### src/source/gemac_frame_pkg.sv
package gemac_frame_pkg;
   localparam int preamble_len = 7;
   localparam int min_body_len = 60;       // header plus payload, FCS excluded
   localparam int fcs_len = 4;
   localparam int reset_gap = 100;
   localparam int pause_hdr_len = 18;

   localparam logic [47:0] flow_ctrl_addr = 48'h01_80_C2_00_00_01;
   localparam logic [15:0] mac_ctrl_type = 16'h8808;
   localparam logic [15:0] pause_opcode = 16'h0001;

   typedef enum logic [7:0] {
      idle,
      preamble,
      sfd,
      in_frame,
      in_frame_2,                           // min length met, no more padding
      pad,
      fcs,
      error,
      pause_pre,
      pause_sfd,
      pause_hdr
   } tx_state_t;
endpackage

### src/source/gmii_pkg.sv
package gmii_pkg;
   typedef logic [7:0] gmii_byte_t;

   localparam gmii_byte_t gmii_preamble = 8'h55;
   localparam gmii_byte_t gmii_sfd = 8'hD5;

   typedef enum logic [2:0] {
      sel_idle,
      sel_preamble,
      sel_sfd,
      sel_data,
      sel_zero,
      sel_fcs,
      sel_pause
   } tx_byte_sel_t;
endpackage

### src/source/tx_ctrl_if.sv
interface tx_ctrl_if
   import gmii_pkg::*;
(
   input logic tx_clk
);
   tx_byte_sel_t sel;
   logic tx_en;
   logic tx_er;
   logic crc_clear;
   logic [4:0] byte_idx;                    // step within preamble, header or FCS
   logic frame_done;
   logic in_frame;

   modport fsm_mp (input tx_clk,
                   output sel, tx_en, tx_er, crc_clear, byte_idx, frame_done, in_frame);
   modport timer_mp (input tx_clk, in_frame, frame_done);
   modport out_mp (input tx_clk, sel, tx_en, tx_er, crc_clear, byte_idx);
   modport pause_mp (input tx_clk, byte_idx);
endinterface

### src/source/crc32_d8.sv
module crc32_d8
   import gmii_pkg::*;
(
   input logic tx_clk,
   input logic clear,
   input logic enable,
   input gmii_byte_t data,
   output logic [31:0] crc
);
   logic [31:0] crc_reg;

   function automatic logic [31:0] crc_step(input logic [31:0] c, input gmii_byte_t d);
      logic [31:0] r;
      r = c;
      for (int i = 0; i < 8; i++)
         r = (r[0] ^ d[i]) ? ((r >> 1) ^ 32'hEDB88320) : (r >> 1);   // reflected 04C11DB7
      return r;
   endfunction

   always_ff @(posedge tx_clk)
   begin
      if (clear)
         crc_reg <= '1;
      else if (enable)
         crc_reg <= crc_step(crc_reg, data);
   end

   assign crc = ~crc_reg;
endmodule

### src/source/gemac_tx.sv
module gemac_tx (
   input logic tx_clk,
   input logic reset,
   input logic [7:0] tx_data,
   input logic tx_valid,
   input logic tx_error,
   input logic [7:0] ifg,
   input logic [47:0] mac_addr,
   input logic pause_req,
   input logic [15:0] pause_time,
   output logic tx_ack,
   output logic gmii_tx_en,
   output logic gmii_tx_er,
   output logic [7:0] gmii_txd
);
   logic min_len_reached;
   logic gap_done;
   logic pause_pending;
   logic pause_start;
   logic [7:0] pause_byte;

   tx_ctrl_if ctrl_if (.tx_clk(tx_clk));

   gemac_tx_fsm fsm0 (
      .tx_clk(tx_clk),
      .reset(reset),
      .tx_valid(tx_valid),
      .tx_error(tx_error),
      .min_len_reached(min_len_reached),
      .gap_done(gap_done),
      .pause_pending(pause_pending),
      .tx_ack(tx_ack),
      .pause_start(pause_start),
      .ctrl(ctrl_if.fsm_mp)
   );

   tx_frame_timers timers0 (
      .tx_clk(tx_clk),
      .reset(reset),
      .ifg(ifg),
      .ctrl(ctrl_if.timer_mp),
      .min_len_reached(min_len_reached),
      .gap_done(gap_done)
   );

   pause_frame_gen pause0 (
      .tx_clk(tx_clk),
      .reset(reset),
      .pause_req(pause_req),
      .pause_time(pause_time),
      .mac_addr(mac_addr),
      .pause_start(pause_start),
      .ctrl(ctrl_if.pause_mp),
      .pause_pending(pause_pending),
      .pause_byte(pause_byte)
   );

   gmii_tx_out out0 (
      .tx_clk(tx_clk),
      .reset(reset),
      .tx_data(tx_data),
      .pause_byte(pause_byte),
      .ctrl(ctrl_if.out_mp),
      .gmii_tx_en(gmii_tx_en),
      .gmii_tx_er(gmii_tx_er),
      .gmii_txd(gmii_txd)
   );
endmodule

### src/source/gemac_tx_fsm.sv
module gemac_tx_fsm
   import gemac_frame_pkg::*, gmii_pkg::*;
(
   input logic tx_clk,
   input logic reset,
   input logic tx_valid,
   input logic tx_error,
   input logic min_len_reached,
   input logic gap_done,
   input logic pause_pending,
   output logic tx_ack,
   output logic pause_start,
   tx_ctrl_if.fsm_mp ctrl
);
   tx_state_t state;
   logic [4:0] idx;

   always_ff @(posedge tx_clk)
   begin
      if (reset)
      begin
         state <= idle;
         idx <= '0;
      end
      else
      begin
         case (state)
            idle:
               if (gap_done && pause_pending)
                  state <= pause_pre;                // pause wins over data
               else if (gap_done && tx_valid)
                  state <= preamble;
            preamble, pause_pre:
               if (idx == 5'(preamble_len - 1))
               begin
                  state <= (state == preamble) ? sfd : pause_sfd;
                  idx <= '0;
               end
               else
                  idx <= idx + 5'd1;
            sfd:
               state <= in_frame;
            in_frame, in_frame_2:
               if (tx_error)
                  state <= error;                    // client underrun
               else if (!tx_valid && min_len_reached)
               begin
                  state <= fcs;
                  idx <= 5'd1;                       // fcs byte 0 already selected
               end
               else if (!tx_valid)
                  state <= pad;
               else if (min_len_reached)
                  state <= in_frame_2;
            pad:
               if (min_len_reached)
               begin
                  state <= fcs;
                  idx <= 5'd1;
               end
            fcs:
               if (idx == 5'(fcs_len - 1))
               begin
                  state <= idle;
                  idx <= '0;
               end
               else
                  idx <= idx + 5'd1;
            error:
               state <= idle;
            pause_sfd:
            begin
               state <= pause_hdr;
               idx <= 5'd1;                          // header byte shows one step behind idx
            end
            pause_hdr:
               if (idx == 5'(pause_hdr_len))
               begin
                  state <= pad;
                  idx <= '0;
               end
               else
                  idx <= idx + 5'd1;
            default:
               state <= idle;
         endcase
      end
   end

   // next GMII byte source and control levels
   always_comb
   begin
      ctrl.sel = sel_idle;
      ctrl.tx_en = 1'b1;
      ctrl.tx_er = 1'b0;
      tx_ack = 1'b0;
      case (state)
         preamble, pause_pre:
            ctrl.sel = sel_preamble;
         sfd, pause_sfd:
            ctrl.sel = sel_sfd;
         in_frame, in_frame_2:
         begin
            tx_ack = 1'b1;
            if (tx_valid || tx_error)
               ctrl.sel = sel_data;                  // errored byte still goes out
            else
               ctrl.sel = min_len_reached ? sel_fcs : sel_zero;
         end
         pad:
            ctrl.sel = min_len_reached ? sel_fcs : sel_zero;
         fcs:
            ctrl.sel = sel_fcs;
         error:
         begin
            ctrl.sel = sel_zero;
            ctrl.tx_er = 1'b1;
         end
         pause_hdr:
            ctrl.sel = sel_pause;
         default:
            ctrl.tx_en = 1'b0;                        // idle
      endcase
   end

   assign ctrl.byte_idx = idx;
   assign ctrl.crc_clear = (state == idle);
   assign ctrl.frame_done = (state == fcs) && (idx == 5'(fcs_len - 1));
   assign ctrl.in_frame = !(state inside {idle, preamble, pause_pre, error});
   assign pause_start = (state == idle) && gap_done && pause_pending;
endmodule

### src/source/gmii_tx_out.sv
module gmii_tx_out
   import gmii_pkg::*;
(
   input logic tx_clk,
   input logic reset,
   input gmii_byte_t tx_data,
   input gmii_byte_t pause_byte,
   tx_ctrl_if.out_mp ctrl,
   output logic gmii_tx_en,
   output logic gmii_tx_er,
   output gmii_byte_t gmii_txd
);
   gmii_byte_t next_byte;
   logic [31:0] crc;
   logic crc_en;

   always_comb
   begin
      case (ctrl.sel)
         sel_preamble: next_byte = gmii_preamble;
         sel_sfd:      next_byte = gmii_sfd;
         sel_data:     next_byte = tx_data;
         sel_pause:    next_byte = pause_byte;
         sel_fcs:      next_byte = crc[{ctrl.byte_idx[1:0], 3'b000} +: 8];   // lsb first
         default:      next_byte = '0;
      endcase
   end

   assign crc_en = ctrl.sel inside {sel_data, sel_zero, sel_pause};

   crc32_d8 crc0 (
      .tx_clk(tx_clk),
      .clear(ctrl.crc_clear),
      .enable(crc_en),
      .data(next_byte),
      .crc(crc)
   );

   always_ff @(posedge tx_clk)
   begin
      if (reset)
      begin
         gmii_tx_en <= 1'b0;
         gmii_tx_er <= 1'b0;
         gmii_txd <= '0;
      end
      else
      begin
         gmii_tx_en <= ctrl.tx_en;
         gmii_tx_er <= ctrl.tx_er;
         gmii_txd <= next_byte;
      end
   end
endmodule

### src/source/pause_frame_gen.sv
module pause_frame_gen
   import gemac_frame_pkg::*, gmii_pkg::*;
(
   input logic tx_clk,
   input logic reset,
   input logic pause_req,
   input logic [15:0] pause_time,
   input logic [47:0] mac_addr,
   input logic pause_start,
   tx_ctrl_if.pause_mp ctrl,
   output logic pause_pending,
   output gmii_byte_t pause_byte
);
   logic [15:0] pause_time_held;
   logic [8*pause_hdr_len-1:0] hdr;

   // destination first, pause time last
   assign hdr = {flow_ctrl_addr, mac_addr, mac_ctrl_type, pause_opcode, pause_time_held};

   always_ff @(posedge tx_clk)
   begin
      if (reset)
         pause_pending <= 1'b0;
      else if (pause_req)
         pause_pending <= 1'b1;              // a new request is kept
      else if (pause_start)
         pause_pending <= 1'b0;
   end

   always_ff @(posedge tx_clk)
   begin
      if (pause_req)
         pause_time_held <= pause_time;
   end

   // used in the following cycle
   always_ff @(posedge tx_clk)
   begin
      if (ctrl.byte_idx < 5'(pause_hdr_len))
         pause_byte <= hdr[8*(pause_hdr_len - 1 - ctrl.byte_idx) +: 8];
      else
         pause_byte <= '0;
   end
endmodule

### src/source/tx_frame_timers.sv
module tx_frame_timers
   import gemac_frame_pkg::*;
(
   input logic tx_clk,
   input logic reset,
   input logic [7:0] ifg,
   tx_ctrl_if.timer_mp ctrl,
   output logic min_len_reached,
   output logic gap_done
);
   logic [6:0] byte_cnt;                     // delimiter is counted too
   logic [7:0] gap_cnt;

   always_ff @(posedge tx_clk)
   begin
      if (reset || !ctrl.in_frame)
         byte_cnt <= '0;
      else if (!min_len_reached)
         byte_cnt <= byte_cnt + 7'd1;        // holds once reached
   end

   assign min_len_reached = (byte_cnt == 7'(min_body_len + 1));

   always_ff @(posedge tx_clk)
   begin
      if (reset)
         gap_cnt <= 8'(reset_gap);
      else if (ctrl.frame_done)
         gap_cnt <= ifg;
      else if (gap_cnt != '0)
         gap_cnt <= gap_cnt - 8'd1;
   end

   assign gap_done = (gap_cnt == '0);
endmodule

### config.mk
export PLATFORM = sky130hd
export DESIGN_NAME = gemac_tx
export DESIGN_NICKNAME = d
export VERILOG_FILES = /design/src/source/gemac_frame_pkg.sv /design/src/source/gmii_pkg.sv /design/src/source/tx_ctrl_if.sv /design/src/source/crc32_d8.sv /design/src/source/gemac_tx.sv /design/src/source/gemac_tx_fsm.sv /design/src/source/gmii_tx_out.sv /design/src/source/pause_frame_gen.sv /design/src/source/tx_frame_timers.sv
export SDC_FILE = /design/constraint.sdc
export NUM_CORES = 1
export LEC_CHECK = 0
export BUFFER_PORTS_ARGS = -buffer_cell sky130_fd_sc_hd__buf_2
export CORE_ASPECT_RATIO = 2
export CORE_UTILIZATION = 50
export DETAILED_ROUTE_END_ITERATION = 12
export PLACE_DENSITY_LB_ADDON = 0.15
export RECOVER_POWER = 100
export REMOVE_ABC_BUFFERS = 1
export SYNTH_ARGS = -nofsm -noshare
export SYNTH_HDL_FRONTEND = slang
export SYNTH_SLANG_ARGS = --single-unit
### constraint.sdc
create_clock -name tx_clk -period 4.4 [get_ports tx_clk]
set_input_delay 1.32 -clock tx_clk [delete_from_list [all_inputs] [get_ports tx_clk]]
set_output_delay 1.32 -clock tx_clk [all_outputs]
set_load 0.01 [all_outputs]
==> results.py <==
metrics = {
    "run_status": {
        "run_status": "finished, final reports clean",
    },
    "layout": {
        "antenna_cells_inserted": 0,
        "layout-drive-gt1-share_pct": 20.8,
        "fillCellCount": 1041,
        "design_area_mm2": 0.00674,
        "mostFrequentLayoutCell": "buf_2",
        "largest_register_ffs": 32,
        "mostFrequentLayoutCells": "buf_2 (82), dfxtp_1 (75), nor2_1 (68)",
        "instances_no_fill": 882,
        "finish.net_count": 827,
        "area_delta_synth_final_pct": 16.4,
    },
    "power_and_ir_drop": {
        "leakagePower_nw": 2.66,
        "pwr-share-comb_pct": 65.7,
        "power.share.switching_pct": 42.1,
        "sequential_power_share_pct": 20.2,
        "pwr_density_cell_mw_per_mm2": 914,
        "max-vdd-ir-drop_v": 0.000672,
        "power_switching_w": 0.00259,
        "total_power_w": 0.00616,
        "pwr-share-clk_pct": 14.1,
        "internal_power_w": 0.00357,
    },
    "cts": {
        "post_cts_resized": 0,
        "clock_sink_count": 91,
        "cts_root_buffer": "clkbuf_16",
        "postCtsSetupRepairBufs": 0,
        "cts_max_level": 3,
        "cts_tree": "done",
        "clk_path_buf_depth": 2,
        "cts_buffers": 9,
        "clk-insertion-delay-late_ns": 0.34,
        "cts.clk_slew.worst_paths_ns": 0.07,
        "cts_hold_buffers": 0,
    },
    "place": {
        "detailedPlace.worstSlack_ns": 0.130,
        "dpl.cell_count": 866,
        "count_of_buffers_from_port_buffering": 95,
        "dp.final_hpwl_mm": 12.7,
        "place.gp.congestion": 0.940,
        "post_dp_cell_area_mm2": 0.00647,
    },
    "timing": {
        "timing.clock.skew_ns": 0.00779,
        "setup_viol": 0,
        "worst_slew_margin_pct": 20.8,
        "finalMaxSlewViolations": 0,
        "rsz0062_at_grt": "false",
        "timing.fmax_ghz": 0.246,
        "final-hold-violation-count": 0,
        "period_minus_slack_ns": 4.07,
        "worst-slew-pin-transition_ns": 1.19,
        "setup_slack_ns": 0.334,
        "finalCritPeriodShare_pct": 92.4,
        "setup_total_negative_slack_ns": 0,
    },
    "setup_path": {
        "critical_path.startpoint_type": "input port",
        "cpMaxStageDelayCell": "or4_1",
        "cp_max_fo": 10,
        "delay_of_the_slowest_cell_on_the_worst_path_ns": 0.55,
        "cp_data_arrival_time_ns": 4.33,
        "worst-path-buf-inv": 2,
        "worst-setup-path-type": "in2reg",
        "cp_cell_sequence": "buf_2, or3b_1, a21oi_1, nor2_4, nand3_1, o211ai_1, or4_1, buf_4, xnor2_4, xnor3_1, a21o_1, nand2_1",
        "worstPathRequired_ns": 4.66,
        "timing.critical_path.max_delay_family": "simple AND/OR/NAND/NOR gates",
        "crit_path_end_kind": "register",
    },
    "global_route": {
        "grt.total_usage_pct": 28.8,
        "gr-total-overflow": 0,
        "antenna_found_initial": 0,
        "pin_count_of_the_biggest_net_entering_global_routing": 40,
        "vias_in_the_first_global_route": 5331,
        "wire_length_of_the_first_global_routing_pass_mm": 26.7,
    },
    "floorplanning": {
        "fp.dieArea_mm2": 0.0120,
        "floorplan.initialDensity_pct": 51.3,
        "die_h_um": 154,
        "rows": 55,
        "floorplan.core_area_mm2": 0.0113,
        "io_pins": 96,
        "horizontal_die_dimension_um": 78.1,
    },
    "synth": {
        "yosysWarnings": 0,
        "synthesis.instances": 642,
        "post-synth-top-area-cell": "dfxtp_1",
        "netlist-cell-type-count": 72,
        "postSynth.asyncResetShare_pct": 0,
        "ys_dominant_reg_cell": "dfxtp_1",
        "ys_ff_latch": 91,
        "syn-mean-instance-area_um2": 9.02,
        "yosys-top-cells-area": "dfxtp_1 (26%), edfxtp_1 (8.3%), xnor2_1 (6.7%)",
        "netlist_area_mm2": 0.00579,
        "synth-seq-area-share_pct": 34.2,
        "synth_top_area_share_pct": 25.9,
        "synth_edf_count": 16,
    },
    "min_path": {
        "worst_min_delay_path_class": "reg2reg",
    },
    "job": {
        "reported_max_cap_violation_count": 0,
    },
    "routing": {
        "antenna_left": 0,
        "drt-vias-per-instance": 6.08,
        "via_count": 5362,
        "drt_first_pass_iters": 7,
        "wl_mm": 16.6,
        "detail_route.wl_per_cell_um": 18.8,
        "first_iter_violations": 255,
        "drc": 0,
    },
}
-- final cells by class --
type | instances | area, µm² | area share (%)
Clock buffer | 12 | 268 | 3.97
Clock inverter | 4 | 70.1 | 1.04
Inverter | 17 | 63.8 | 0.947
Multi-Input combinational cell | 488 | 3500 | 52.0
Sequential cell | 91 | 1980 | 29.4
Tap cell | 142 | 178 | 2.64
Timing Repair Buffer | 128 | 677 | 10.0
-- power by group through the flow --
| stage | Sequential (W) | Clock, W | Combinational [W] |
|---|---|---|---|
| floorplan | 0.00123 | 0 | 0.00303 |
| global placement | 0.00125 | 0 | 0.00407 |
| detailed placement | 0.00126 | 0 | 0.00412 |
| CTS | 0.00124 | 0.000881 | 0.00416 |
| global route | 0.00126 | 0.000921 | 0.00440 |
| finish | 0.00124 | 0.000868 | 0.00405 |
-- worst reg2reg max path: cells and delay by family (launching register included) --
kind / cells / cell delay [ns]
flip-flops: 1 / 0.73
XOR/XNOR: 2 / 0.75
AND/OR/NAND/NOR: 4 / 0.92
buffers and inverters: 3 / 0.91
AO/OA/AOI/OAI: 3 / 0.44
-- per-stage QoR --
step | util, % | hold slack (ns)
after global placement | 57.3 | 0.495
after CTS | 60.3 | 0.524
after floorplan | - | 0.468
final | 59.7 | 0.523
after detailed placement | 57.3 | 0.515
after global routing | 59.7 | 0.555
-- synth_stat cells, types with 3 or more instances --
cell type / count
dfxtp_1: 75
nor2_1: 68
a21oi_1: 52
xnor2_1: 44
nand2_1: 41
o21ai_0: 27
clkbuf_1: 26
nor3_1: 26
xor2_1: 21
o211ai_1: 19
inv_1: 17
edfxtp_1: 16
a221oi_1: 15
a22oi_1: 12
buf_2: 10
nand3_1: 10
mux4_2: 8
and3_1: 7
ha_1: 7
nor4_1: 7
a211oi_1: 6
a22o_1: 6
and2_1: 6
o22ai_1: 6
a31oi_1: 5
buf_1: 5
buf_6: 5
nand2b_1: 5
nor2b_1: 5
a222oi_1: 4
nand3b_1: 4
nor3b_1: 4
o211a_1: 4
o31ai_1: 4
xnor2_4: 4
xnor3_1: 4
mux2i_1: 3
nor4b_1: 3
o21ai_1: 3
o221ai_1: 3
or4_1: 3
xnor2_2: 3
xor2_2: 3
-- final timing paths --
| check | from | to | slack [ns] | cells after the start |
|---|---|---|---|---|
| setup reg to reg | fsm0.state[2]$_SDFFE_PP0P_ | out0.crc0.crc_reg[17]$_SDFFE_PP1P_ | 0.60 | 12 |
| hold reg to reg | out0.crc0.crc_reg[16]$_SDFFE_PP1P_ | out0.crc0.crc_reg[16]$_SDFFE_PP1P_ | 0.52 | 2 |
| hold / removal | out0.crc0.crc_reg[16]$_SDFFE_PP1P_ | out0.crc0.crc_reg[16]$_SDFFE_PP1P_ | 0.52 | 2 |
| setup / recovery | tx_valid | out0.crc0.crc_reg[17]$_SDFFE_PP1P_ | 0.33 | 12 |
-- routing by layer --
metal / vias up / track usage, % / routed length (µm) / share of wire [%]
met2: 195 / 53.6 / 9140 / 55
met5: - / 0 / 0 / 0
met4: 0 / 17.3 / 862 / 5.2
met3: 59 / 3.89 / 627 / 3.8
met1: 2566 / 29.6 / 5950 / 36
li1: 2542 / - / - / -
-- kinds of logic (layout without fill, tap and decap cells) --
family / Yosys count / count (layout) / synth area share, %
AOI/OAI and AO/OA: 186 / 186 / 22.2
xor gates and xnor gates: 80 / 80 / 15.4
adders and majority gates: 7 / 7 / 1.51
buffers and inverters: 63 / 161 / 4.95
DFF: 91 / 91 / 34.2
muxes: 11 / 11 / 3.63
and+or+nand+nor: 204 / 204 / 18.1
Power figures use the tool's default switching activity.
